### src/design/mixer_pkg.sv
/*
 * Shared constants and payload types for the timed frequency shifter.
 * Imported by every design module that needs widths, addresses or the arctangent table.
 */
package mixer_pkg;

  // ~~~~~~~~~~~~~~ Widths and depths ~~~~~~~~~~~~~~
  localparam int SAMPLE_W       = 16;  // I or Q at the ports.
  localparam int CORDIC_W       = 20;  // Internal component width.
  localparam int PHASE_ACC_W    = 32;  // Phase accumulator and frequency word.
  localparam int PHASE_W        = 16;  // Phase bits that steer the rotation.
  localparam int SCALE_W        = 16;  // Unsigned, Q1.15.
  localparam int SCALE_FRAC     = 15;
  localparam int N_STAGES       = 16;
  localparam int TIME_W         = 32;
  localparam int IN_FIFO_DEPTH  = 8;
  localparam int OUT_FIFO_DEPTH = 8;
  localparam int CMD_FIFO_DEPTH = 4;

  // Counters and product width.
  localparam int SLOT_CNT_W   = $clog2(OUT_FIFO_DEPTH + 1);
  localparam int OUT_CREDIT_W = 8;
  localparam int PROD_W       = CORDIC_W + SCALE_W + 1;

  localparam logic signed [PROD_W-1:0] HALF_LSB = 1 <<< (SCALE_FRAC - 1);
  localparam int SAT_MAX = 2 ** (SAMPLE_W - 1) - 1;
  localparam int SAT_MIN = -(2 ** (SAMPLE_W - 1));

  // Reciprocal of the CORDIC gain in Q1.15, giving unit gain.
  localparam logic [SCALE_W-1:0] SCALE_DEFAULT = 16'h4DBA;

  // ~~~~~~~~~~~~~~ Settings bus ~~~~~~~~~~~~~~~~~~~
  localparam int SR_AW = 8;
  localparam int SR_DW = 32;
  localparam logic [SR_AW-1:0] SR_FREQ_ADDR  = 8'd0;
  localparam logic [SR_AW-1:0] SR_SCALE_ADDR = 8'd1;

  // atan(2^-k) with a full turn equal to 2^16.
  localparam logic [PHASE_W-1:0] ATAN_TABLE [N_STAGES] = '{
    16'd8192, 16'd4836, 16'd2555, 16'd1297, 16'd651, 16'd326, 16'd163, 16'd81,
    16'd41,   16'd20,   16'd10,   16'd5,    16'd3,   16'd1,   16'd1,   16'd0
  };

  // ~~~~~~~~~~~~~~ Payloads ~~~~~~~~~~~~~~~~~~~~~~~
  typedef struct packed {
    logic signed [SAMPLE_W-1:0] i;
    logic signed [SAMPLE_W-1:0] q;
  } iq_t;

  typedef struct packed {
    logic [TIME_W-1:0]      cmd_time;  // Sample time at which the word applies.
    logic [PHASE_ACC_W-1:0] freq;
  } timed_cmd_t;

endpackage

### src/design/credit_fifo.sv
/*
 * Circular buffer with a type parameter for the payload.
 * The head entry is visible combinationally; pushes when full and pops when empty are ignored.
 */
module credit_fifo #(
  parameter type payload_t = logic [31:0],
  parameter int  DEPTH     = 4
) (
  input  logic     clk,
  input  logic     i_arst_n,
  input  logic     i_push,
  input  payload_t i_data,
  input  logic     i_pop,
  output payload_t o_data,
  output logic     o_empty,
  output logic     o_full
);

  localparam int PTR_W = (DEPTH > 1) ? $clog2(DEPTH) : 1;
  localparam int CNT_W = $clog2(DEPTH + 1);

  payload_t         mem_q [DEPTH];
  logic [PTR_W-1:0] wr_ptr_q;
  logic [PTR_W-1:0] rd_ptr_q;
  logic [CNT_W-1:0] count_q;
  logic             do_push;
  logic             do_pop;

  assign o_empty = (count_q == '0);
  assign o_full  = (count_q == CNT_W'(DEPTH));
  assign do_push = i_push && !o_full;
  assign do_pop  = i_pop && !o_empty;
  assign o_data  = mem_q[rd_ptr_q];  // Head entry.

  always_ff @(posedge clk) begin
    if (do_push) begin
      mem_q[wr_ptr_q] <= i_data;
    end
  end

  always_ff @(posedge clk or negedge i_arst_n) begin
    if (!i_arst_n) begin
      wr_ptr_q <= '0;
      rd_ptr_q <= '0;
      count_q  <= '0;
    end else begin
      if (do_push) begin
        wr_ptr_q <= (wr_ptr_q == PTR_W'(DEPTH - 1)) ? '0 : wr_ptr_q + 1'b1;
      end
      if (do_pop) begin
        rd_ptr_q <= (rd_ptr_q == PTR_W'(DEPTH - 1)) ? '0 : rd_ptr_q + 1'b1;
      end
      if (do_push && !do_pop) begin
        count_q <= count_q + 1'b1;
      end else if (do_pop && !do_push) begin
        count_q <= count_q - 1'b1;
      end
    end
  end

endmodule

### src/design/timed_cmd_queue.sv
/*
 * Settings bus decoder with the untimed frequency and scale registers.
 * Timed frequency writes wait in a small queue until the feed takes them.
 */
module timed_cmd_queue
  import mixer_pkg::*;
(
  input  logic                   clk,
  input  logic                   i_arst_n,
  input  logic                   i_set_stb,
  input  logic [SR_AW-1:0]       i_set_addr,
  input  logic [SR_DW-1:0]       i_set_data,
  input  logic [TIME_W-1:0]      i_set_time,
  input  logic                   i_set_has_time,
  input  logic                   i_timed_take,
  output logic [PHASE_ACC_W-1:0] o_freq_word,
  output logic [SCALE_W-1:0]     o_scale,
  output logic                   o_timed_valid,
  output logic [TIME_W-1:0]      o_timed_time,
  output logic [PHASE_ACC_W-1:0] o_timed_freq
);

  logic       freq_wr;
  logic       timed_wr;
  logic       scale_wr;
  logic       cmd_empty;
  logic       cmd_full;
  timed_cmd_t cmd_in;
  timed_cmd_t cmd_head;

  assign freq_wr  = i_set_stb && (i_set_addr == SR_FREQ_ADDR) && !i_set_has_time;
  assign timed_wr = i_set_stb && (i_set_addr == SR_FREQ_ADDR) && i_set_has_time;
  assign scale_wr = i_set_stb && (i_set_addr == SR_SCALE_ADDR);  // Scale is never timed.

  assign cmd_in.cmd_time = i_set_time;
  assign cmd_in.freq     = i_set_data[PHASE_ACC_W-1:0];

  credit_fifo #(
    .payload_t (timed_cmd_t),
    .DEPTH     (CMD_FIFO_DEPTH)
  ) i_cmd_fifo (
    .clk      (clk),
    .i_arst_n (i_arst_n),
    .i_push   (timed_wr && !cmd_full),  // Dropped when the queue is full.
    .i_data   (cmd_in),
    .i_pop    (i_timed_take),
    .o_data   (cmd_head),
    .o_empty  (cmd_empty),
    .o_full   (cmd_full)
  );

  assign o_timed_valid = !cmd_empty;
  assign o_timed_time  = cmd_head.cmd_time;
  assign o_timed_freq  = cmd_head.freq;

  always_ff @(posedge clk or negedge i_arst_n) begin
    if (!i_arst_n) begin
      o_freq_word <= '0;
      o_scale     <= SCALE_DEFAULT;
    end else begin
      // A fresh untimed write wins over a head taken in the same cycle.
      if (freq_wr) begin
        o_freq_word <= i_set_data[PHASE_ACC_W-1:0];
      end else if (i_timed_take) begin
        o_freq_word <= cmd_head.freq;  // Timed word persists.
      end
      if (scale_wr) begin
        o_scale <= i_set_data[SCALE_W-1:0];
      end
    end
  end

endmodule

### config.mk
export PLATFORM = sky130hd
export DESIGN_NAME = timed_cmd_queue
export DESIGN_NICKNAME = d
export VERILOG_FILES = /design/src/design/mixer_pkg.sv /design/src/design/credit_fifo.sv /design/src/design/timed_cmd_queue.sv
export SDC_FILE = /design/constraint.sdc
export NUM_CORES = 1
export LEC_CHECK = 0
export ABC_CLOCK_PERIOD_IN_PS = 3000
export BUFFER_PORTS_ARGS = -buffer_cell sky130_fd_sc_hd__buf_2
export CAP_MARGIN = 25
export CORE_MARGIN = 2
export CORE_UTILIZATION = 30
export CTS_CLUSTER_DIAMETER = 50
export DETAILED_ROUTE_END_ITERATION = 10
export PLACE_DENSITY = 0.47
export SLEW_MARGIN = 20
export SYNTH_ARGS = -nofsm -noshare
export SYNTH_HDL_FRONTEND = slang
export SYNTH_SLANG_ARGS = --single-unit
### constraint.sdc
create_clock -name clk -period 3 [get_ports clk]
set_input_delay 0.6 -clock clk [delete_from_list [all_inputs] [get_ports clk]]
set_output_delay 0.6 -clock clk [all_outputs]
set_load 0.01 [all_outputs]
==> results.py <==
metrics = {
    "outcome": {
        "status": "finished, final reports clean",
    },
    "sta": {
        "finalMaxSlewViolations": 0,
        "worst_slew_pin_slew_ns": 0.761,
        "hold_violations": 0,
        "setup_viol": 0,
        "tns_ns": 0,
        "rsz0062_at_grt": "false",
        "whs_ns": 0.0178,
        "fin_ws_ns": 0.200,
        "period_share_pct": 93.3,
        "fin_crit_ns": 2.80,
        "skew_ns": 0.0189,
        "max_slew_margin_pct": 49.3,
        "fmax_mhz": 357,
    },
    "global_routing": {
        "grt_start_max_net_pins": 65,
        "grtUsageTotal_pct": 14.3,
        "grt_first_pass_wirelength_mm": 44.7,
        "antenna_found_initial": 1,
        "grt_overflow_total": 0,
        "grt_pass1_vias": 7188,
    },
    "clock_tree": {
        "hold_buffers": 0,
        "htreeDepth": 2,
        "cts_sinks": 311,
        "worstSkewPairLatency_ns": 0.54,
        "root_buffer": "clkbuf_16",
        "clk_pin_slew_worst_paths_ns": 0.05,
        "cts_buffers": 39,
        "clockBufferDepth": 3,
        "tritoncts": "done",
    },
    "yosys": {
        "synth_area_sq_um": 12200,
        "ys.warnings.count": 0,
        "synthCells": 725,
        "yosys-top-cells-count": "256 x edfxtp_1, 96 x a21oi_1, 67 x nor2_1",
        "synth_area_leaders": "edfxtp_1 63%, dfrtp_1 9.4%, mux4_2 5.9%",
        "synth_edf_count": 256,
        "yosysTopAreaCellShare_pct": 63.0,
        "ys.flop_type": "edfxtp_1",
        "ys_async_sr_fraction_pct": 17.7,
        "ys_seq_elements": 311,
        "avgSynthCellArea_sq_um": 16.8,
        "ys_types": 30,
        "ys_seq_area_share_pct": 74.3,
        "yosysMostFrequentCell": "edfxtp_1",
        "yosysTopAreaCell": "edfxtp_1",
        "syn_nets": 809,
    },
    "worst_setup_path": {
        "crit_type": "flip-flop to output port",
        "worstPathArrival_ns": 2.20,
        "crit_fanout": 37,
        "crit_required_ns": 2.40,
        "cp-start-kind": "flip-flop",
        "end_kind": "output port",
    },
    "placed_design": {
        "port_buffers": 189,
        "gp_congestion": 0.718,
        "place_ws_ns": 0.352,
        "dpl_cell_area_sq_um": 14100,
        "hpwl_mm": 19.3,
    },
    "floorplanning": {
        "die_y_um": 206,
        "rows": 73,
        "fp.dieW_um": 206,
        "ios": 190,
        "dieArea_sq_um": 42300,
        "coreArea_sq_um": 39900,
        "start_util_pct": 30.6,
    },
    "hold_path": {
        "hp-class": "input port to async pin",
    },
    "finish": {
        "area_growth_pct": 25.5,
        "fill_cells": 3725,
        "finalNetCount": 1032,
        "design_area_sq_um": 15300,
        "drive_above_1_share_pct": 39.2,
    },
    "power": {
        "power_w": 0.0134,
        "power_leakage_nw": 5.72,
        "p_per_area_nw_per_um2": 872,
        "peakVddDrop_uv": 450,
    },
    "drt": {
        "drt_iter0_drc": 446,
        "viasPerCell": 4.62,
        "routedWlPerCell_um": 19.8,
        "antenna_left": 0,
        "drtPass1Iterations": 4,
        "drc": 0,
        "vias": 6950,
        "wirelength_mm": 29.7,
    },
    "run": {
        "maxCapViolations": 0,
    },
}
-- final timing paths --
| kind | end | slack, ns | from | depth (start not counted) |
|---|---|---|---|---|
| max reg2reg | i_cmd_fifo.count_q[2] | 0.87 | i_cmd_fifo.count_q[2] | 8 |
| min | o_freq_word[18] | 0.02 | i_arst_n | 1 |
| max in group asynchronous | o_scale[3] | 2.32 | i_arst_n | 2 |
| min in group clk | i_cmd_fifo.mem_q[1][57] | 0.29 | i_set_time[25] | 1 |
| min reg2reg | o_scale[9] | 0.50 | o_scale[9] | 1 |
| max | o_timed_freq[9] | 0.20 | i_cmd_fifo.rd_ptr_q[1] | 4 |
-- state kept, by name (all words and copies together), names as in the netlist --
name	cells
i_cmd_fifo.rd_ptr_q	2
o_scale	16
o_freq_word	32
i_cmd_fifo.wr_ptr_q	2
i_cmd_fifo.count_q	3
i_cmd_fifo.mem_q	256
-- cells by family (layout without fill, tap and decap cells) --
| kind of cell | after synthesis | in the layout | synth area share [%] |
|---|---|---|---|
| flip-flops | 311 | 311 | 74.3 |
| AND/OR/NAND/NOR | 81 | 81 | 3.05 |
| adder cells (fa/ha/maj) | 7 | 7 | 0.779 |
| multiplexers | 116 | 116 | 13.3 |
| XOR/XNOR | 3 | 3 | 0.215 |
| other | 0 | 1 | 0 |
| AO/OA/AOI/OAI | 130 | 130 | 5.80 |
| buffers and inverters | 77 | 329 | 2.52 |
-- critical path: stages, from the launching register on --
cell and delay, ns:
dfrtp_4 0.75, buf_4 0.44, nor2_1 0.10, a21oi_1 0.20
buf_2 0.17
-- repair_timing --
item                                    in CTS  in global routing
gates resized for setup                      0                  0
endpoints found under the setup margin       0                  2
buffers inserted                             0                  3
-- report_power, final --
part	total, W	switching, W	internal, W	leakage (nW)
Sequential	0.00527	0.000320	0.00495	2.97
Combinational	0.00366	0.00198	0.00168	2.17
Clock	0.00443	0.00175	0.00268	0.580
Total	0.0134	0.00405	0.00931	5.72
-- per-layer routing --
layer	up-vias	share of wire, %	routed length, um	global-route usage [%]
met1	3532	46	13800	19.7
met5	-	0	0	0
met2	163	47	13900	22.5
li1	3222	-	-	-
met4	0	1.4	425	3.42
met3	33	5.5	1630	3.79
-- final cells by class --
type / instances / area, sq um / area share, %
Multi-Input combinational cell: 337 / 2850 / 18.6
Tap cell: 525 / 657 / 4.29
Timing Repair Buffer: 222 / 1370 / 8.93
Sequential cell: 311 / 9080 / 59.3
Clock buffer: 48 / 1020 / 6.65
Antenna cell: 1 / 2.50 / 0.0163
Inverter: 37 / 139 / 0.906
Clock inverter: 22 / 206 / 1.35
-- cells in the final DEF, fill, tap and decap left out, drive strengths merged, types with 2 or more instances in the layout --
master    netlist  routed
o22ai          32      32
edfxtp        256     256
buf            16     222
and2            4       4
inv            37      39
nand2           2       2
mux2i          32      32
xor2            2       2
ha              6       6
clkinvlp        0       6
a21oi          96      96
nor2           67      67
clkbuf         24      48
mux2           52      52
bufinv          0       3
nand3           2       2
clkinv          0      11
mux4           32      32
dfstp           9       9
dfrtp          46      46
-- stage by stage --
step / utilization, % / instances
finish: 38.4 / 1503
global placement: 35.2 / 1429
floorplan: - / 725
CTS: 38.3 / 1499
detailed placement: 35.2 / 1429
global route: 38.4 / 1502
No activity file was read; power rests on OpenSTA's default activity.
