<file path="config.mk">
export PLATFORM = sky130hd
export DESIGN_NAME = rotator_drain
export DESIGN_NICKNAME = d
export VERILOG_FILES = /design/src/design/mixer_pkg.sv /design/src/design/credit_fifo.sv /design/src/design/rotator_drain.sv
export SDC_FILE = /design/constraint.sdc
export NUM_CORES = 2
export LEC_CHECK = 0
export ABC_CLOCK_PERIOD_IN_PS = 5300
export BUFFER_PORTS_ARGS = -buffer_cell sky130_fd_sc_hd__buf_2
export CORE_ASPECT_RATIO = 1.5
export CORE_MARGIN = 1
export CORE_UTILIZATION = 45
export DETAILED_ROUTE_END_ITERATION = 7
export HOLD_SLACK_MARGIN = 0.08
export PLACE_DENSITY = 0.57
export SLEW_MARGIN = 20
export SYNTH_ARGS = -nofsm -noshare
export SYNTH_HDL_FRONTEND = slang
export SYNTH_SLANG_ARGS = --single-unit
</file>
<file path="constraint.sdc">
create_clock -name clk -period 5.3 [get_ports clk]
set_input_delay 0 -clock clk [delete_from_list [all_inputs] [get_ports clk]]
set_output_delay 0 -clock clk [all_outputs]
set_load 0.005 [all_outputs]
</file>
<file path="src/design/mixer_pkg.sv">
/*
 * Shared constants and payload types for the timed frequency shifter.
 * Imported by every design module that needs widths, addresses or the arctangent table.
 */
package mixer_pkg;

  // ~~~~~~~~~~~~~~ Widths and depths ~~~~~~~~~~~~~~
  localparam int SAMPLE_W       = 16;  // I or Q at the ports.
  localparam int CORDIC_W       = 20;  // Internal component width.
  localparam int PHASE_ACC_W    = 32;  // Phase accumulator and frequency word.
  localparam int PHASE_W        = 16;  // Phase bits that steer the rotation.
  localparam int SCALE_W        = 16;  // Unsigned, Q1.15.
  localparam int SCALE_FRAC     = 15;
  localparam int N_STAGES       = 16;
  localparam int TIME_W         = 32;
  localparam int IN_FIFO_DEPTH  = 8;
  localparam int OUT_FIFO_DEPTH = 8;
  localparam int CMD_FIFO_DEPTH = 4;

  // Counters and product width.
  localparam int SLOT_CNT_W   = $clog2(OUT_FIFO_DEPTH + 1);
  localparam int OUT_CREDIT_W = 8;
  localparam int PROD_W       = CORDIC_W + SCALE_W + 1;

  localparam logic signed [PROD_W-1:0] HALF_LSB = 1 <<< (SCALE_FRAC - 1);
  localparam int SAT_MAX = 2 ** (SAMPLE_W - 1) - 1;
  localparam int SAT_MIN = -(2 ** (SAMPLE_W - 1));

  // Reciprocal of the CORDIC gain in Q1.15, giving unit gain.
  localparam logic [SCALE_W-1:0] SCALE_DEFAULT = 16'h4DBA;

  // ~~~~~~~~~~~~~~ Settings bus ~~~~~~~~~~~~~~~~~~~
  localparam int SR_AW = 8;
  localparam int SR_DW = 32;
  localparam logic [SR_AW-1:0] SR_FREQ_ADDR  = 8'd0;
  localparam logic [SR_AW-1:0] SR_SCALE_ADDR = 8'd1;

  // atan(2^-k) with a full turn equal to 2^16.
  localparam logic [PHASE_W-1:0] ATAN_TABLE [N_STAGES] = '{
    16'd8192, 16'd4836, 16'd2555, 16'd1297, 16'd651, 16'd326, 16'd163, 16'd81,
    16'd41,   16'd20,   16'd10,   16'd5,    16'd3,   16'd1,   16'd1,   16'd0
  };

  // ~~~~~~~~~~~~~~ Payloads ~~~~~~~~~~~~~~~~~~~~~~~
  typedef struct packed {
    logic signed [SAMPLE_W-1:0] i;
    logic signed [SAMPLE_W-1:0] q;
  } iq_t;

  typedef struct packed {
    logic [TIME_W-1:0]      cmd_time;  // Sample time at which the word applies.
    logic [PHASE_ACC_W-1:0] freq;
  } timed_cmd_t;

endpackage

</file>
<file path="src/design/credit_fifo.sv">
/*
 * Circular buffer with a type parameter for the payload.
 * The head entry is visible combinationally; pushes when full and pops when empty are ignored.
 */
module credit_fifo #(
  parameter type payload_t = logic [31:0],
  parameter int  DEPTH     = 4
) (
  input  logic     clk,
  input  logic     i_arst_n,
  input  logic     i_push,
  input  payload_t i_data,
  input  logic     i_pop,
  output payload_t o_data,
  output logic     o_empty,
  output logic     o_full
);

  localparam int PTR_W = (DEPTH > 1) ? $clog2(DEPTH) : 1;
  localparam int CNT_W = $clog2(DEPTH + 1);

  payload_t         mem_q [DEPTH];
  logic [PTR_W-1:0] wr_ptr_q;
  logic [PTR_W-1:0] rd_ptr_q;
  logic [CNT_W-1:0] count_q;
  logic             do_push;
  logic             do_pop;

  assign o_empty = (count_q == '0);
  assign o_full  = (count_q == CNT_W'(DEPTH));
  assign do_push = i_push && !o_full;
  assign do_pop  = i_pop && !o_empty;
  assign o_data  = mem_q[rd_ptr_q];  // Head entry.

  always_ff @(posedge clk) begin
    if (do_push) begin
      mem_q[wr_ptr_q] <= i_data;
    end
  end

  always_ff @(posedge clk or negedge i_arst_n) begin
    if (!i_arst_n) begin
      wr_ptr_q <= '0;
      rd_ptr_q <= '0;
      count_q  <= '0;
    end else begin
      if (do_push) begin
        wr_ptr_q <= (wr_ptr_q == PTR_W'(DEPTH - 1)) ? '0 : wr_ptr_q + 1'b1;
      end
      if (do_pop) begin
        rd_ptr_q <= (rd_ptr_q == PTR_W'(DEPTH - 1)) ? '0 : rd_ptr_q + 1'b1;
      end
      if (do_push && !do_pop) begin
        count_q <= count_q + 1'b1;
      end else if (do_pop && !do_push) begin
        count_q <= count_q - 1'b1;
      end
    end
  end

endmodule

</file>
<file path="src/design/rotator_drain.sv">
/*
 * Back end of the rotator. Applies the gain correction, rounds and clips
 * to SAMPLE_W, buffers the result and sends it against output credits.
 */
module rotator_drain
  import mixer_pkg::*;
(
  input  logic                       clk,
  input  logic                       i_arst_n,
  input  logic                       i_valid,
  input  logic signed [CORDIC_W-1:0] i_x,
  input  logic signed [CORDIC_W-1:0] i_y,
  input  logic [SCALE_W-1:0]         i_scale,
  output logic                       o_slot_freed,
  input  logic                       i_out_credit,
  output logic                       o_out_valid,
  output logic signed [SAMPLE_W-1:0] o_out_i,
  output logic signed [SAMPLE_W-1:0] o_out_q
);

  logic                     prod_valid_q;
  logic signed [PROD_W-1:0] prod_i_q;
  logic signed [PROD_W-1:0] prod_q_q;
  logic [OUT_CREDIT_W-1:0]  credit_q;
  logic                     out_empty;
  logic                     send;
  iq_t                      result;
  iq_t                      out_head;

  // Round half up at bit SCALE_FRAC, then saturate.
  function automatic logic signed [SAMPLE_W-1:0] round_clip(
    input logic signed [PROD_W-1:0] p
  );
    logic signed [PROD_W-1:0] r;
    r = (p + HALF_LSB) >>> SCALE_FRAC;
    if (r > SAT_MAX) begin
      r = SAT_MAX;
    end else if (r < SAT_MIN) begin
      r = SAT_MIN;
    end
    return r[SAMPLE_W-1:0];
  endfunction

  // ~~~~~~~~~~~~~~ Scale ~~~~~~~~~~~~~~~~~~~~~~~~~~~~
  always_ff @(posedge clk) begin
    prod_i_q <= i_x * $signed({1'b0, i_scale});  // Scale is unsigned Q1.15.
    prod_q_q <= i_y * $signed({1'b0, i_scale});
  end

  assign result.i = round_clip(prod_i_q);
  assign result.q = round_clip(prod_q_q);

  credit_fifo #(
    .payload_t (iq_t),
    .DEPTH     (OUT_FIFO_DEPTH)
  ) i_out_fifo (
    .clk      (clk),
    .i_arst_n (i_arst_n),
    .i_push   (prod_valid_q),  // Slot was reserved by the feed.
    .i_data   (result),
    .i_pop    (send),
    .o_data   (out_head),
    .o_empty  (out_empty),
    .o_full   ()
  );

  // ~~~~~~~~~~~~~~ Output credits ~~~~~~~~~~~~~~~~~~~
  assign send         = !out_empty && (credit_q != '0);
  assign o_slot_freed = send;

  always_ff @(posedge clk or negedge i_arst_n) begin
    if (!i_arst_n) begin
      prod_valid_q <= 1'b0;
      credit_q     <= '0;
      o_out_valid  <= 1'b0;
    end else begin
      prod_valid_q <= i_valid;
      if (i_out_credit && !send) begin
        credit_q <= credit_q + 1'b1;
      end else if (send && !i_out_credit) begin
        credit_q <= credit_q - 1'b1;
      end
      o_out_valid <= send;
    end
  end

  always_ff @(posedge clk) begin
    if (send) begin
      o_out_i <= out_head.i;
      o_out_q <= out_head.q;
    end
  end

endmodule

</file>
==> impl_metrics.ini <==
[clocking]
ctsRootBufferMaster = clkbuf_16
numCtsBuffers = 34
clk_pin_slew_ns = 0.06
cts_tree = done
clock_latency_ns = 0.53
htreeDepth = 2
cts_sinks = 354
cts.path.max_buffers = 3

[sta]
skew_ns = 0.0233
post-route-worst-setup-slack_ns = 0.184
finalCritPeriodShare_pct = 96.5
maxSlewHeadroom_pct = 30.8
setup_viol_count_final = 0
fin_setup_tns_ns = 0
tightest_slew_ns = 1.04
maxSlewViolCount = 0
hold_violations = 0
max_freq_mhz = 195
min_period_ns = 5.12

[detailed_routing]
drtAntennaViolNets = 0
wl_met1_um = 34600
vias = 23857
route.detailed.drc = 0
initialDrtViolationCount = 854
wl_per_cell_um = 17.9
top_layer = met4
dr.pass1.iters = 5
vias_per_cell = 5.02
wl_met3_um = 2400
wl_met2_um = 45800
drt_wl_total_um = 85000

[critical_path]
cp_num_buf_inv = 10
worst_setup_path_start_kind = input pin
cpMostUsedCell = fa_1
startpoint = i_scale[2]
cp_top_family = adder cells
r2r-start = credit_q[1]$_DFFE_PN0P_
critPathKind = input pin to flop
critPathArrivalTime_ns = 5.52
crit_fanout = 8
cp_data_required_time_ns = 5.71
crit_path_top_delay_cell = fa_2
slowest_delay_ns = 0.61
critPathCaptureType = flop

[placement]
io_buffers = 93
dp_hpwl_um = 69400
place.gp.congestion = 0.861
pre_cts_ws_ns = -0.600

[synthesis]
synthesis.nets = 4261
postSynthAreaPerCell_um2 = 11.0
synth_edf_count = 288
syn_area_um2 = 37100
synth.distinct_cells = 76
yosysWarnings = 0
synth_seq_cells = 354
synthArstFlopShare_pct = 5.65
yosysSeqAreaShare_pct = 27.2
synthCells = 3363
ys.flop_type = edfxtp_1

[cells_and_area]
nNetsFinal = 4585
seq_area_um2 = 10100
nFillCells = 7431
multi_input_area_um2 = 23600
drive_gt1_share_pct = 17.1
syn2layout_area_growth_pct = 14.4

[floorplanning]
core_area_um2 = 81400
fp.dieW_um = 236
start_util_pct = 45.5
rows = 128
ios = 94
dieHeight_um = 353
die_area_um2 = 83500

[grt]
antenna_found_initial = 4
grt_use_total_pct = 21.2
grt_pass1_vias = 26564
grt_max_degree = 46
overflow = 0
grt_pass1_wl_um = 139000

[min_path]
worstHoldStart = i_valid
hold_class = input pin to flop

[flow_run]
cap_violations = 0

[status]
status = finished clean
synthesized netlist by cell type, drive strengths merged, types with 13 or more instances:
| library cell | number | share of area [%] |
|---|---|---|
| and3 | 20 | 0.34 |
| clkbuf | 118 | 1.2 |
| and2 | 244 | 4.1 |
| xnor2 | 64 | 1.5 |
| a21oi | 47 | 0.64 |
| edfxtp | 288 | 23 |
| a21o | 13 | 0.27 |
| inv | 782 | 7.9 |
| fa | 640 | 35 |
| o21ai | 62 | 1.0 |
| dfxtp | 46 | 2.5 |
| nand4 | 13 | 0.24 |
| buf | 15 | 0.27 |
| nor2 | 48 | 0.51 |
| nand2 | 454 | 4.6 |
| mux2 | 37 | 1.1 |
| nor3 | 23 | 0.32 |
| xor2 | 33 | 0.78 |
| dfrtp | 20 | 1.4 |
| nand3 | 28 | 0.38 |
| mux4 | 64 | 3.9 |
| ha | 198 | 6.7 |
timing repair:
item / in CTS / in global routing
buffers inserted: 1 / 1
pin swaps: 1 / 10
setup endpoints to repair: 1 / 31
gates resized for setup: 2 / 29
endpoints found under the hold margin: 22 / 0
hold buffers: 4 / 0
worst paths after layout:
kind | endpoint | slack (ns) | depth (start not counted)
max | prod_i_q[31]$_DFF_P_ | 0.18 | 25
min | prod_valid_q$_DFF_PN0_ | 0.11 | 2
max reg2reg | credit_q[7]$_DFFE_PN0P_ | 1.37 | 14
min reg2reg | i_out_fifo.count_q[3]$_DFFE_PN0P_ | 0.51 | 1
max in group asynchronous | i_out_fifo.rd_ptr_q[0]$_DFFE_PN0P_ | 3.92 | 3
min in group asynchronous | credit_q[1]$_DFFE_PN0P_ | 0.70 | 3
flip-flops by register name, summed over array words and instances (netlist names), 3 cells and up:
register / flops
prod_i_q: 23
credit_q: 8
prod_q_q: 23
o_out_i: 16
i_out_fifo.count_q: 4
o_out_q: 16
i_out_fifo.wr_ptr_q: 3
i_out_fifo.mem_q: 256
i_out_fifo.rd_ptr_q: 3
final cells by class:
class,count,share of cell area [%]
clock buffer,43,2.13
tap,1040,3.07
timing repair buffer,421,7.98
inverter,782,6.92
clock inverter,18,0.440
multi-input combinational,2094,55.7
sequential,354,23.8
antenna,2,0.0118
metal layers:
metal | up-vias | global-route usage, %
li1 | 10997 | -
met1 | 12334 | 25.7
met2 | 393 | 40.1
met3 | 133 | 1.33
met4 | 0 | 6.09
met5 | - | 0
layout by cell type (no fill, tap or decap), types with 6 or more instances in the layout:
master	Yosys	final
inv_1	782	782
fa_1	640	638
nand2_1	454	453
buf_4	2	290
edfxtp_1	288	288
and2_1	244	243
ha_1	198	197
buf_2	5	88
mux4_2	64	64
xnor2_1	63	63
nor2_1	47	46
dfxtp_1	46	46
a21oi_1	46	41
o21ai_0	42	39
mux2_2	37	37
clkbuf_16	0	34
xor2_1	33	33
buf_12	0	33
nand3_1	28	28
o21ai_2	19	21
and3_1	20	20
nor3_1	22	18
dfrtp_1	20	17
nand4_1	12	12
a21o_1	12	12
nand2b_1	8	8
a211oi_1	7	7
clkbuf_1	118	7
a31oi_1	6	6
and4_1	6	6
kinds of logic (layout without fill, tap and decap cells):
group           Yosys count  in the layout  synth area share, %
buf+inv                 915           1264                 9.39
simple gates            873            873                 11.4
fa+ha+maj               838            838                 41.3
flops                   354            354                 27.2
compound gates          183            183                 3.38
mux                     103            103                 5.07
xor+xnor                 97             97                 2.31
other cells               0              2                    0
through the flow:
| stage | util [%] | std cells | hold WS (ns) | cell area [µm²] |
|---|---|---|---|---|
| after global routing | 52.1 | 4752 | 0.125 | 42400 |
| after floorplan | - | 3363 | -0.296 | 37100 |
| after global placement | 50.6 | 4685 | -0.0219 | 41200 |
| after detailed placement | 50.6 | 4685 | -0.0175 | 41200 |
| after CTS | 52.0 | 4751 | 0.0939 | 42300 |
| final | 52.1 | 4754 | 0.114 | 42400 |
Power is not shown: default switching activity piles up to over one toggle a cycle in this logic, so the estimate is an artifact.
