`src/design/mixer_pkg.sv`:
```
/*
 * Shared constants and payload types for the timed frequency shifter.
 * Imported by every design module that needs widths, addresses or the arctangent table.
 */
package mixer_pkg;

  // ~~~~~~~~~~~~~~ Widths and depths ~~~~~~~~~~~~~~
  localparam int SAMPLE_W       = 16;  // I or Q at the ports.
  localparam int CORDIC_W       = 20;  // Internal component width.
  localparam int PHASE_ACC_W    = 32;  // Phase accumulator and frequency word.
  localparam int PHASE_W        = 16;  // Phase bits that steer the rotation.
  localparam int SCALE_W        = 16;  // Unsigned, Q1.15.
  localparam int SCALE_FRAC     = 15;
  localparam int N_STAGES       = 16;
  localparam int TIME_W         = 32;
  localparam int IN_FIFO_DEPTH  = 8;
  localparam int OUT_FIFO_DEPTH = 8;
  localparam int CMD_FIFO_DEPTH = 4;

  // Counters and product width.
  localparam int SLOT_CNT_W   = $clog2(OUT_FIFO_DEPTH + 1);
  localparam int OUT_CREDIT_W = 8;
  localparam int PROD_W       = CORDIC_W + SCALE_W + 1;

  localparam logic signed [PROD_W-1:0] HALF_LSB = 1 <<< (SCALE_FRAC - 1);
  localparam int SAT_MAX = 2 ** (SAMPLE_W - 1) - 1;
  localparam int SAT_MIN = -(2 ** (SAMPLE_W - 1));

  // Reciprocal of the CORDIC gain in Q1.15, giving unit gain.
  localparam logic [SCALE_W-1:0] SCALE_DEFAULT = 16'h4DBA;

  // ~~~~~~~~~~~~~~ Settings bus ~~~~~~~~~~~~~~~~~~~
  localparam int SR_AW = 8;
  localparam int SR_DW = 32;
  localparam logic [SR_AW-1:0] SR_FREQ_ADDR  = 8'd0;
  localparam logic [SR_AW-1:0] SR_SCALE_ADDR = 8'd1;

  // atan(2^-k) with a full turn equal to 2^16.
  localparam logic [PHASE_W-1:0] ATAN_TABLE [N_STAGES] = '{
    16'd8192, 16'd4836, 16'd2555, 16'd1297, 16'd651, 16'd326, 16'd163, 16'd81,
    16'd41,   16'd20,   16'd10,   16'd5,    16'd3,   16'd1,   16'd1,   16'd0
  };

  // ~~~~~~~~~~~~~~ Payloads ~~~~~~~~~~~~~~~~~~~~~~~
  typedef struct packed {
    logic signed [SAMPLE_W-1:0] i;
    logic signed [SAMPLE_W-1:0] q;
  } iq_t;

  typedef struct packed {
    logic [TIME_W-1:0]      cmd_time;  // Sample time at which the word applies.
    logic [PHASE_ACC_W-1:0] freq;
  } timed_cmd_t;

endpackage

```
`src/design/credit_fifo.sv`:
```
/*
 * Circular buffer with a type parameter for the payload.
 * The head entry is visible combinationally; pushes when full and pops when empty are ignored.
 */
module credit_fifo #(
  parameter type payload_t = logic [31:0],
  parameter int  DEPTH     = 4
) (
  input  logic     clk,
  input  logic     i_arst_n,
  input  logic     i_push,
  input  payload_t i_data,
  input  logic     i_pop,
  output payload_t o_data,
  output logic     o_empty,
  output logic     o_full
);

  localparam int PTR_W = (DEPTH > 1) ? $clog2(DEPTH) : 1;
  localparam int CNT_W = $clog2(DEPTH + 1);

  payload_t         mem_q [DEPTH];
  logic [PTR_W-1:0] wr_ptr_q;
  logic [PTR_W-1:0] rd_ptr_q;
  logic [CNT_W-1:0] count_q;
  logic             do_push;
  logic             do_pop;

  assign o_empty = (count_q == '0);
  assign o_full  = (count_q == CNT_W'(DEPTH));
  assign do_push = i_push && !o_full;
  assign do_pop  = i_pop && !o_empty;
  assign o_data  = mem_q[rd_ptr_q];  // Head entry.

  always_ff @(posedge clk) begin
    if (do_push) begin
      mem_q[wr_ptr_q] <= i_data;
    end
  end

  always_ff @(posedge clk or negedge i_arst_n) begin
    if (!i_arst_n) begin
      wr_ptr_q <= '0;
      rd_ptr_q <= '0;
      count_q  <= '0;
    end else begin
      if (do_push) begin
        wr_ptr_q <= (wr_ptr_q == PTR_W'(DEPTH - 1)) ? '0 : wr_ptr_q + 1'b1;
      end
      if (do_pop) begin
        rd_ptr_q <= (rd_ptr_q == PTR_W'(DEPTH - 1)) ? '0 : rd_ptr_q + 1'b1;
      end
      if (do_push && !do_pop) begin
        count_q <= count_q + 1'b1;
      end else if (do_pop && !do_push) begin
        count_q <= count_q - 1'b1;
      end
    end
  end

endmodule

```
`src/design/rotator_feed.sv`:
```
/*
 * Front end of the rotator. Buffers input samples, returns input credits,
 * runs the sample-time counter and the NCO, and pre-rotates each sample
 * into the +/-90 degree range of the CORDIC stages.
 */
module rotator_feed
  import mixer_pkg::*;
(
  input  logic                       clk,
  input  logic                       i_arst_n,
  input  logic                       i_in_valid,
  input  logic signed [SAMPLE_W-1:0] i_in_i,
  input  logic signed [SAMPLE_W-1:0] i_in_q,
  output logic                       o_in_credit,
  input  logic                       i_slot_freed,
  input  logic [PHASE_ACC_W-1:0]     i_freq_word,
  input  logic                       i_timed_valid,
  input  logic [TIME_W-1:0]          i_timed_time,
  input  logic [PHASE_ACC_W-1:0]     i_timed_freq,
  output logic                       o_timed_take,
  output logic                       o_valid,
  output logic signed [CORDIC_W-1:0] o_x,
  output logic signed [CORDIC_W-1:0] o_y,
  output logic signed [CORDIC_W-1:0] o_z
);

  iq_t                       in_data;
  iq_t                       in_head;
  logic                      in_empty;
  logic                      issue;
  logic                      use_timed;
  logic [SLOT_CNT_W-1:0]     slot_cnt_q;
  logic [TIME_W-1:0]         time_q;
  logic [PHASE_ACC_W-1:0]    phase_q;
  logic [PHASE_ACC_W-1:0]    inc;
  logic [PHASE_W-1:0]        phase_top;
  logic [PHASE_W-1:0]        resid;
  logic                      flip;
  logic signed [CORDIC_W-1:0] ext_x;
  logic signed [CORDIC_W-1:0] ext_y;

  assign in_data.i = i_in_i;
  assign in_data.q = i_in_q;

  credit_fifo #(
    .payload_t (iq_t),
    .DEPTH     (IN_FIFO_DEPTH)
  ) i_in_fifo (
    .clk      (clk),
    .i_arst_n (i_arst_n),
    .i_push   (i_in_valid),  // Never refused under the credit rule.
    .i_data   (in_data),
    .i_pop    (issue),
    .o_data   (in_head),
    .o_empty  (in_empty),
    .o_full   ()
  );

  // ~~~~~~~~~~~~~~ Issue and NCO ~~~~~~~~~~~~~~~~~~~~
  assign issue        = !in_empty && (slot_cnt_q != '0);  // Output slot reserved.
  assign use_timed    = i_timed_valid && (i_timed_time <= time_q);
  assign inc          = use_timed ? i_timed_freq : i_freq_word;
  assign o_timed_take = issue && use_timed;

  always_ff @(posedge clk or negedge i_arst_n) begin
    if (!i_arst_n) begin
      slot_cnt_q  <= SLOT_CNT_W'(OUT_FIFO_DEPTH);
      time_q      <= '0;
      phase_q     <= '0;
      o_in_credit <= 1'b0;
      o_valid     <= 1'b0;
    end else begin
      if (i_slot_freed && !issue) begin
        slot_cnt_q <= slot_cnt_q + 1'b1;
      end else if (issue && !i_slot_freed) begin
        slot_cnt_q <= slot_cnt_q - 1'b1;
      end
      if (issue) begin
        time_q  <= time_q + 1'b1;
        phase_q <= phase_q + inc;  // p(t+1) = p(t) + inc(t).
      end
      o_in_credit <= issue;
      o_valid     <= issue;
    end
  end

  // ~~~~~~~~~~~~~~ Pre-rotation ~~~~~~~~~~~~~~~~~~~~~
  // Quadrants 01 and 10 are turned by 180 degrees first.
  assign phase_top = phase_q[PHASE_ACC_W-1 -: PHASE_W];
  assign flip      = phase_top[PHASE_W-1] ^ phase_top[PHASE_W-2];
  assign resid     = flip ? (phase_top ^ {1'b1, {(PHASE_W-1){1'b0}}}) : phase_top;
  assign ext_x     = {{(CORDIC_W-SAMPLE_W){in_head.i[SAMPLE_W-1]}}, in_head.i};
  assign ext_y     = {{(CORDIC_W-SAMPLE_W){in_head.q[SAMPLE_W-1]}}, in_head.q};

  always_ff @(posedge clk) begin
    if (issue) begin
      o_x <= flip ? -ext_x : ext_x;
      o_y <= flip ? -ext_y : ext_y;
      o_z <= {{(CORDIC_W-PHASE_W){resid[PHASE_W-1]}}, resid};  // Residual phase.
    end
  end

endmodule

```
`config.mk`:
```
export PLATFORM = sky130hd
export DESIGN_NAME = rotator_feed
export DESIGN_NICKNAME = d
export VERILOG_FILES = /design/src/design/mixer_pkg.sv /design/src/design/credit_fifo.sv /design/src/design/rotator_feed.sv
export SDC_FILE = /design/constraint.sdc
export NUM_CORES = 1
export LEC_CHECK = 0
export ABC_CLOCK_PERIOD_IN_PS = 5070
export BUFFER_PORTS_ARGS = -buffer_cell sky130_fd_sc_hd__clkbuf_2
export CAP_MARGIN = 25
export CORE_ASPECT_RATIO = 0.7
export CORE_MARGIN = 2
export CORE_UTILIZATION = 50
export DETAILED_ROUTE_END_ITERATION = 10
export PLACE_DENSITY = 0.75
export SYNTH_ARGS = -nofsm -noshare
export SYNTH_HDL_FRONTEND = slang
export SYNTH_SLANG_ARGS = --single-unit
```
`constraint.sdc`:
```
create_clock -name clk -period 5.07 [get_ports clk]
set_input_delay 1.014 -clock clk [delete_from_list [all_inputs] [get_ports clk]]
set_output_delay 1.014 -clock clk [all_outputs]
set_load 0.02 [all_outputs]
```
==> results of run 1 <==
[metal layers]
layer / up-vias / wire length [um] / track usage, %
met5: - / 29 / 0
met1: 5442 / 16800 / 29.0
met3: 67 / 2740 / 3.78
li1: 5221 / - / -
met4: 4 / 767 / 5.16
met2: 373 / 19200 / 36.0
[per-stage QoR]
step                      utilization (%)  total power, mW  hold WS [ps]  worst slack [ps]
final                                60.9             13.8           473               144
after global placement               56.7             10.6           459              -343
after CTS                            60.4             13.8           479               120
after detailed placement             56.7             10.8           467              -428
after global routing                 60.9             14.7           496             -75.3
after floorplan                         -             8.88           445              10.4
[sequential cells by signal, indices dropped and copies added, names as in the netlist]
register	flops
i_in_fifo.count_q	4
i_in_fifo.mem_q	256
i_in_fifo.rd_ptr_q	3
i_in_fifo.wr_ptr_q	3
o_valid	1
o_x	20
o_y	20
o_z	16
phase_q	32
slot_cnt_q	4
time_q	32
[timing repair]
item	CTS	global route
endpoints found under the setup margin	0	9
resized for setup	0	20
hold endpoints to repair	0	0
setup buffers	0	4
[worst max path at each step]
stage,slack [ps],end,cells past startpoint
after detailed placement,-430,phase_q[30]$_DFFE_PN0P_,21
after global routing,-80,phase_q[24]$_DFFE_PN0P_,25
final,140,phase_q[30]$_DFFE_PN0P_,22
after global placement,-340,phase_q[30]$_DFFE_PN0P_,21
after floorplan,10,phase_q[30]$_DFFE_PN0P_,20
after CTS,120,phase_q[30]$_DFFE_PN0P_,21
[cell type report]
cell class | instances | share of cell area, %
Inverter | 53 | 0.915
Clock buffer | 41 | 4.52
Sequential cell | 391 | 52.2
Multi-Input combinational cell | 733 | 29.7
Clock inverter | 28 | 1.58
Timing Repair Buffer | 297 | 8.25
Tap cell | 480 | 2.76
[synth_stat cells (5+ instances only)]
master | count | share of area (%)
nor4_1 | 8 | 0.28
buf_4 | 7 | 0.29
mux4_2 | 64 | 8.0
xor2_1 | 27 | 1.3
buf_2 | 12 | 0.33
nor3_1 | 22 | 0.61
mux2_2 | 35 | 2.2
and3_1 | 6 | 0.21
nand2b_1 | 15 | 0.52
o31ai_1 | 5 | 0.21
xnor2_1 | 67 | 3.3
inv_1 | 52 | 1.1
nand3_1 | 24 | 0.67
o21ai_1 | 9 | 0.25
nor2_1 | 50 | 1.0
nand2_1 | 95 | 2.0
a21oi_1 | 36 | 1.0
edfxtp_1 | 312 | 52
clkbuf_1 | 16 | 0.33
a211oi_1 | 8 | 0.33
nand4_1 | 19 | 0.66
a31oi_1 | 11 | 0.38
ha_1 | 76 | 5.3
dfrtp_1 | 78 | 11
mux2i_1 | 33 | 1.8
nor2b_1 | 6 | 0.21
a21o_1 | 18 | 0.75
o21ai_0 | 60 | 1.7
[cells by family after synthesis]
kind of cell,synth area share (%)
AO/OA/AOI/OAI,5.78
XOR/XNOR,4.57
adder cells (fa/ha/maj),5.62
buffers and inverters,2.24
flip-flops,63.0
multiplexers,12.0
AND/OR/NAND/NOR,6.72
[power groups by stage]
stage                     Sequential [mW]  Combinational [mW]  Clock (mW)
after floorplan                      5.19                3.69           0
after global placement               5.06                5.54           0
after detailed placement             5.09                5.67           0
after CTS                            5.04                5.73        3.06
after global routing                 5.12                6.36        3.18
final                                5.03                5.77        3.00
[cells in the final DEF (no fill, tap or decap), types with 33 or more instances in the layout]
cell | synthesis | layout
a21oi_1 | 36 | 36
buf_4 | 7 | 99
clkbuf_16 | 0 | 39
clkbuf_2 | 1 | 194
dfrtp_1 | 78 | 75
edfxtp_1 | 312 | 312
ha_1 | 76 | 72
inv_1 | 52 | 51
mux2_2 | 35 | 35
mux2i_1 | 33 | 33
mux4_2 | 64 | 64
nand2_1 | 95 | 95
nor2_1 | 50 | 44
o21ai_0 | 60 | 54
xnor2_1 | 67 | 67
==> flow_summary.yaml, run 1 <==
outcome:
  status: "completed"
sta:
  slew_headroom_pct: 31.6
  fmax_ghz: 0.203
  slew_violations: 0
  rsz0062_at_grt: "true"
  hold_viol: 0
  post-route-min-period_ps: 4930
  timing.final.crit_share_pct: 97.2
  tns_ps: 0
  tightest_slew_ps: 1020
  setup_viol: 0
  finalClockSkew_ps: 24.6
synth:
  synth_edf_count: 312
  synth_fp_nets: 1430
  syn_area_per_cell_um2: 14.8
  synthFlopType: "edfxtp_1"
  yosysWarnings: 0
  syn_area_mm2: 0.0180
  ys_seq_area_share_pct: 63.0
  synthCells: 1218
  synthArstFlopShare_pct: 20.2
  synth-seq-cells: 391
  synth_cell_types: 56
grt:
  track_usage_pct: 21.3
  grt_pass1_wl_um: 61900
  antenna_found_initial: 3
  gr-total-overflow: 0
  grt_max_degree: 67
  grt_pass1_vias: 11200
die:
  fp.dieW_um: 231
  initial_core_util_pct: 50.4
  io_pins: 196
  core_mm2: 0.0357
  die_area_mm2: 0.0376
  num_rows: 58
  die_height_um: 163
placement:
  place.gp.congestion: 0.877
  dp_cells: 1948
  post_dp_cell_area_mm2: 0.0202
  post-dp-hpwl_um: 26000
  port_buffers: 195
min_path:
  min_path_cells: 1
  holdPathEnd: "time_q[5]$_DFFE_PN0P_"
  hold_class: "register to register"
  holdCritStartpoint: "time_q[5]$_DFFE_PN0P_"
critical_path:
  reg2reg_to: "phase_q[30]$_DFFE_PN0P_"
  r2r-start: "time_q[25]$_DFFE_PN0P_"
  path_max_fanout: 12
  reg2reg_depth: 22
  path_class: "primary input to register"
  critPathLaunchType: "primary input"
  crit_top_cell: "buf_4"
  end_kind: "register"
  critPathBufInv: 5
  cp_slowest_cell: "or3b_4"
  cp_cell_sequence: "clkbuf_2, ha_1, nand4_1, buf_4, nor4_2, buf_4, a21oi_1, o21ai_2, buf_4, buf_12, mux2_2, ha_4, a21o_1, a21o_1, a2111oi_4, o31ai_2, or3b_4, o311ai_4, o41ai_2, nand2b_1, a221o_1, a41o_1"
  reg2reg_slack_ps: 240
  worstPathArrival_ps: 5340
  crit_start: "i_timed_time[25]"
  path_delay_family: "compound AO/OA/AOI/OAI gates"
  crit_path_max_incr_delay_ps: 420
  cp_data_required_time_ps: 5490
clock_network:
  cts_root_buffer: "clkbuf_16"
  ctsHoldBuffers: 0
  cts_tree: "built"
  cts_buffer_depth: 3
  h-tree-depth: 2
  numCtsBuffers: 38
  path_clk_slew_ps: 60
  cts.sinks: 391
  insertion_delay_ps: 550
cells_and_area:
  nFillCells: 2680
  stdcell_count: 2023
  synthToLayoutAreaGrowth_pct: 20.8
  drive_gt1_share_pct: 32.2
  diodes: 0
  fin_area_mm2: 0.0217
  multi_input_area_mm2: 0.00647
  nets: 1726
  seq_area_mm2: 0.0114
power_and_ir_drop:
  clkPwrFrac_pct: 21.7
  swShare_pct: 35.9
  power_switching_mw: 4.95
  sequentialPowerShare_pct: 36.4
  irDropWorstVdd_mv: 0.397
  combinationalPowerShare_pct: 41.8
  intPower_mw: 8.85
  p_leak_nw: 8.38
  power_density_mw_per_mm2: 635
detailed_routing:
  via_per_inst: 5.49
  drcViolationCount: 0
  drtIter0Drc: 809
  wl_um: 39600
  num_vias: 11100
  first_pass_iters: 5
  antenna_violating_nets_post_route: 0
  avgRoutedWirePerCell_um: 19.6
run:
  max-cap-violations: 0
Power figures use the tool's default switching activity.
==> run 2: changes to the inputs <==
CORE_UTILIZATION = 59   (was 50)
PLACE_DENSITY = 0.85   (was 0.75)
==> flow_summary.yaml, run 2 (synthesis results as in run 1) <==
critical_path:
  end_kind: "register"
  path_class: "primary input to register"
  critPathBufInv: 5
  reg2reg_depth: 23
  reg2reg_to: "phase_q[30]$_DFFE_PN0P_"
  cp_slowest_cell: "fa_2"
  cp_cell_sequence: "clkbuf_2, ha_1, nand4_1, buf_4, nor4_2, buf_4, a21oi_1, o21ai_2, buf_4, buf_12, mux2_2, ha_4, fa_2, a211oi_2, o211ai_1, nand3_1, o211ai_1, nand3_1, o311ai_4, o41ai_2, nand2b_4, nand2b_1, a41o_1"
  path_max_fanout: 13
  worstPathArrival_ps: 5360
  critPathLaunchType: "primary input"
  cp_data_required_time_ps: 5500
  crit_path_max_incr_delay_ps: 380
  r2r-start: "time_q[23]$_DFFE_PN0P_"
  crit_top_cell: "buf_4"
  reg2reg_slack_ps: 240
  path_delay_family: "compound AO/OA/AOI/OAI gates"
grt:
  track_usage_pct: 25.8
  grt_max_degree: 67
  grt_pass1_wl_um: 62100
  antenna_found_initial: 2
  gr-total-overflow: 0
  grt_pass1_vias: 11600
power_and_ir_drop:
  power_density_mw_per_mm2: 637
  p_leak_nw: 8.34
  finalPower_mw: 13.7
  irDropWorstVdd_mv: 0.341
sta:
  rsz0062_at_grt: "true"
  fmax_ghz: 0.203
  slew_headroom_pct: 36.5
  post-route-min-period_ps: 4940
  tightest_slew_ps: 952
  slew_violations: 0
  setup_viol: 0
  timing.final.crit_share_pct: 97.4
  tns_ps: 0
  hold_viol: 0
  finalClockSkew_ps: 20.1
die:
  io_pins: 196
  num_rows: 53
  die_area_mm2: 0.0319
  fp.dieW_um: 213
  die_height_um: 150
  core_mm2: 0.0300
  initial_core_util_pct: 59.9
detailed_routing:
  wl_um: 40800
  drcViolationCount: 0
  antenna_violating_nets_post_route: 0
  first_pass_iters: 5
  avgRoutedWirePerCell_um: 20.9
  drtIter0Drc: 895
  via_per_inst: 5.83
  num_vias: 11400
outcome:
  status: "completed"
cells_and_area:
  final_common_cell: "edfxtp_1"
  top_regs: "i_in_fifo.mem_q: 256 flops, phase_q: 32 flops, time_q: 32 flops"
  largest-register: "i_in_fifo.mem_q"
  nFillCells: 1900
  largest_reg_flops: 256
  nets: 1719
  final_cell_mix: "edfxtp_1, clkbuf_2, nand2_1"
  fin_area_mm2: 0.0216
  drive_gt1_share_pct: 31.8
  utilization_pct: 71.8
  synthToLayoutAreaGrowth_pct: 19.8
clock_network:
  ctsHoldBuffers: 0
  cts_buffer_depth: 3
  cts.sinks: 391
  insertion_delay_ps: 550
  h-tree-depth: 2
  cts_tree: "built"
  cts_root_buffer: "clkbuf_16"
  path_clk_slew_ps: 60
  numCtsBuffers: 37
placement:
  post_dp_cell_area_mm2: 0.0201
  post-dp-hpwl_um: 25800
  port_buffers: 195
  place.gp.congestion: 0.864
run:
  max-cap-violations: 0
min_path:
  hold_class: "primary input to async pin"
run 2: cell types whose count changed in the layout (fill, tap and decap cells not counted), sizes merged:
cell and delta:
diode +2, bufinv -1, clkbuf +3, inv +1, clkinvlp -1, clkinv -3, buf -6
run 2: cell type report:
cell class              instances  area, um^2  area share, %
diodes                          2        5.00         0.0232
inverters                      53         199          0.922
repair buffers                291        1750           8.13
clock buffers                  44         973           4.51
flip-flops and latches        391       11400           52.6
clock inverters                24         302           1.40
well taps                     412         515           2.39
multi-input cells             733        6470           30.0
run 2: metal layers:
metal | wire length [um] | global-route usage [%] | up-vias
met4 | 1230 | 9.09 | 2
li1 | - | - | 5205
met5 | 17 | 0 | -
met1 | 16700 | 34.6 | 5551
met3 | 2970 | 4.11 | 98
met2 | 19900 | 43.3 | 508
run 2: how the worst max path moves through the flow:
stage / from / depth (start not counted) / slack [ps] / to
floorplan: i_timed_time[23] / 20 / 10 / phase_q[30]$_DFFE_PN0P_
global placement: i_timed_time[21] / 22 / -250 / phase_q[30]$_DFFE_PN0P_
detailed placement: i_timed_time[23] / 21 / -420 / phase_q[30]$_DFFE_PN0P_
CTS: i_timed_time[21] / 21 / 150 / phase_q[30]$_DFFE_PN0P_
global route: i_timed_time[23] / 23 / -100 / phase_q[30]$_DFFE_PN0P_
finish: i_timed_time[21] / 23 / 130 / phase_q[30]$_DFFE_PN0P_
run 2: metrics by stage:
stage / setup slack, ps / hold slack (ps) / std cells
after floorplan: 10.4 / 445 / 1218
after global placement: -251 / 461 / 1875
after detailed placement: -417 / 463 / 1875
after CTS: 146 / 441 / 1943
after global routing: -97.2 / 469 / 1949
final: 134 / 441 / 1950
run 2: power breakdown:
part / switching (mW) / internal, mW
Combinational: 3.21 / 2.51
Clock: 1.22 / 1.70
Sequential: 0.554 / 4.54
Total: 4.98 / 8.75
run 2: repair_timing:
action,in CTS,in global routing
buffers inserted,0,4
endpoints found under the setup margin,0,7
gates resized for setup,0,20
==> run 3: changes to the inputs <==
ABC_CLOCK_PERIOD_IN_PS = 6100   (was 5070)
CORE_UTILIZATION = 60   (was 59)
PLACE_DENSITY = 0.86   (was 0.85)
clock period = 6.1 ns   (was 5.07 ns; I/O delays follow)
==> flow_summary.yaml, run 3 (synthesis results as in run 1) <==
outcome:
  status: "completed"
grt:
  grt_pass1_wl_um: 61400
  grt_max_degree: 67
  antenna_found_initial: 7
  gr-total-overflow: 0
  track_usage_pct: 25.7
  grt_pass1_vias: 11200
clock_network:
  cts_root_buffer: "clkbuf_16"
  numCtsBuffers: 37
  h-tree-depth: 2
  cts_buffer_depth: 3
  cts.sinks: 391
  cts_tree: "built"
  cts_resized: 0
  path_clk_slew_ps: 60
  cts_setup_buffers: 0
  ctsHoldBuffers: 0
  insertion_delay_ps: 540
critical_path:
  path_class: "primary input to register"
  path_max_fanout: 32
  cp_slowest_cell: "a2111oi_0"
  end_kind: "register"
  path_delay_family: "compound AO/OA/AOI/OAI gates"
  critPathLaunchType: "primary input"
  worstPathArrival_ps: 5980
  cp_data_required_time_ps: 6530
  critPathBufInv: 2
  crit_start: "i_timed_time[23]"
  cp_cell_sequence: "clkbuf_2, ha_1, nand4_1, a2111oi_0, a211oi_1, o21ai_0, a21oi_1, o21ai_2, buf_12, mux2_2, ha_1, a21o_1, a21o_1, a2111oi_2, o31ai_2, or3b_1, o311ai_1, o41ai_2, nand2b_1, nand2b_1, a41o_1"
  r2r-start: "time_q[25]$_DFFE_PN0P_"
  crit_path_max_incr_delay_ps: 480
sta:
  fmax_ghz: 0.180
  slew_violations: 0
  setup_viol: 0
  timing.final.crit_share_pct: 91.0
  tns_ps: 0
  layout_setup_ws_ps: 548
  hold_viol: 0
  slew_headroom_pct: 35.6
  finalClockSkew_ps: 15.9
  rsz0062_at_grt: "false"
  post-route-min-period_ps: 5550
  tightest_slew_ps: 966
placement:
  port_buffers: 195
  post-place-ws_ps: 121
  post-dp-hpwl_um: 24700
  place.gp.congestion: 0.872
cells_and_area:
  multi_input_area_mm2: 0.00633
  drive_gt1_share_pct: 27.2
  nFillCells: 1910
  seq_area_mm2: 0.0114
  synthToLayoutAreaGrowth_pct: 15.7
  largest_reg_flops: 256
  largest-register: "i_in_fifo.mem_q"
  top_regs: "i_in_fifo.mem_q: 256 flops, phase_q: 32 flops, time_q: 32 flops"
  nets: 1644
  final_common_cell: "edfxtp_1"
  final_cell_mix: "edfxtp_1, clkbuf_2, nand2_1"
die:
  num_rows: 53
  die_area_mm2: 0.0314
  fp.dieW_um: 211
  core_mm2: 0.0298
  initial_core_util_pct: 60.5
  io_pins: 196
  die_height_um: 149
min_path:
  hold_class: "register to register"
  holdCritStartpoint: "time_q[19]$_DFFE_PN0P_"
detailed_routing:
  via_per_inst: 5.97
  first_pass_iters: 5
  antenna_violating_nets_post_route: 0
  drcViolationCount: 0
  avgRoutedWirePerCell_um: 21.3
  wl_um: 39400
  drtIter0Drc: 1025
  num_vias: 11000
run:
  max-cap-violations: 0
power_and_ir_drop:
  power_density_mw_per_mm2: 530
  irDropWorstVdd_mv: 0.348
  p_leak_nw: 7.93
## run 3: changes by cell type in the layout (fill, tap and decap cells not counted), moves of 5 or more
| cell | previous run | this run |
|---|---|---|
| buf_4 | 93 | 19 |
| nor2_2 | 6 | 0 |
| nor2_4 | 0 | 6 |
| o21ai_0 | 55 | 60 |
## run 3: path summary, 6_finish.rpt
path / slack (ps) / to / cells past startpoint
min in group asynchronous: 530 / time_q[20]$_DFFE_PN0P_ / 1
max in group asynchronous: 4370 / i_in_fifo.rd_ptr_q[0]$_DFFE_PN0P_ / 2
setup / recovery: 550 / phase_q[30]$_DFFE_PN0P_ / 21
hold / removal: 470 / time_q[19]$_DFFE_PN0P_ / 1
setup reg to reg: 840 / phase_q[30]$_DFFE_PN0P_ / 21
hold reg to reg: 470 / time_q[19]$_DFFE_PN0P_ / 1
## run 3: routing by layer
metal | part of all wire, % | vias up | track usage (%)
met5 | 0.11 | - | 0
met4 | 2.9 | 8 | 9.58
met3 | 7.5 | 101 | 4.63
met2 | 49 | 489 | 42.8
met1 | 40 | 5379 | 34.4
li1 | - | 5062 | -
## run 3: power by group
group	internal (mW)	total (mW)	leakage, nW	switching, mW
sequential	3.77	4.21	3.89	0.439
combinational	1.81	4.41	3.41	2.59
clock	1.41	2.42	0.622	1.01
## run 3: final cells by class
type,count,share of cell area [%]
sequential,391,54.5
multi-input combinational,733,30.4
timing repair buffer,216,5.63
clock buffer,42,4.64
tap,385,2.31
clock inverter,25,1.51
inverter,53,0.955
antenna,5,0.0601
## run 3: through the flow
stage	instance area, um^2	utilization [%]	instances	total power [mW]	hold slack, ps
2_1_floorplan	18000	-	1218	7.36	445
3_3_place_gp	19500	65.5	1776	8.40	462
3_5_place_dp	19500	65.6	1778	8.58	463
4_1_cts	20800	69.9	1845	11.1	476
5_1_grt	20800	69.9	1847	11.7	495
6_report	20800	70.0	1850	11.0	474
## run 3: worst reg2reg max path, delay by kind of cell, from the launching register on
kind | cells | cell delay [ps]
AO/OA/AOI/OAI | 12 | 2780
adder cells (fa/ha/maj) | 2 | 680
buffers and inverters | 2 | 320
flip-flops | 1 | 400
multiplexers | 1 | 390
AND/OR/NAND/NOR | 4 | 580
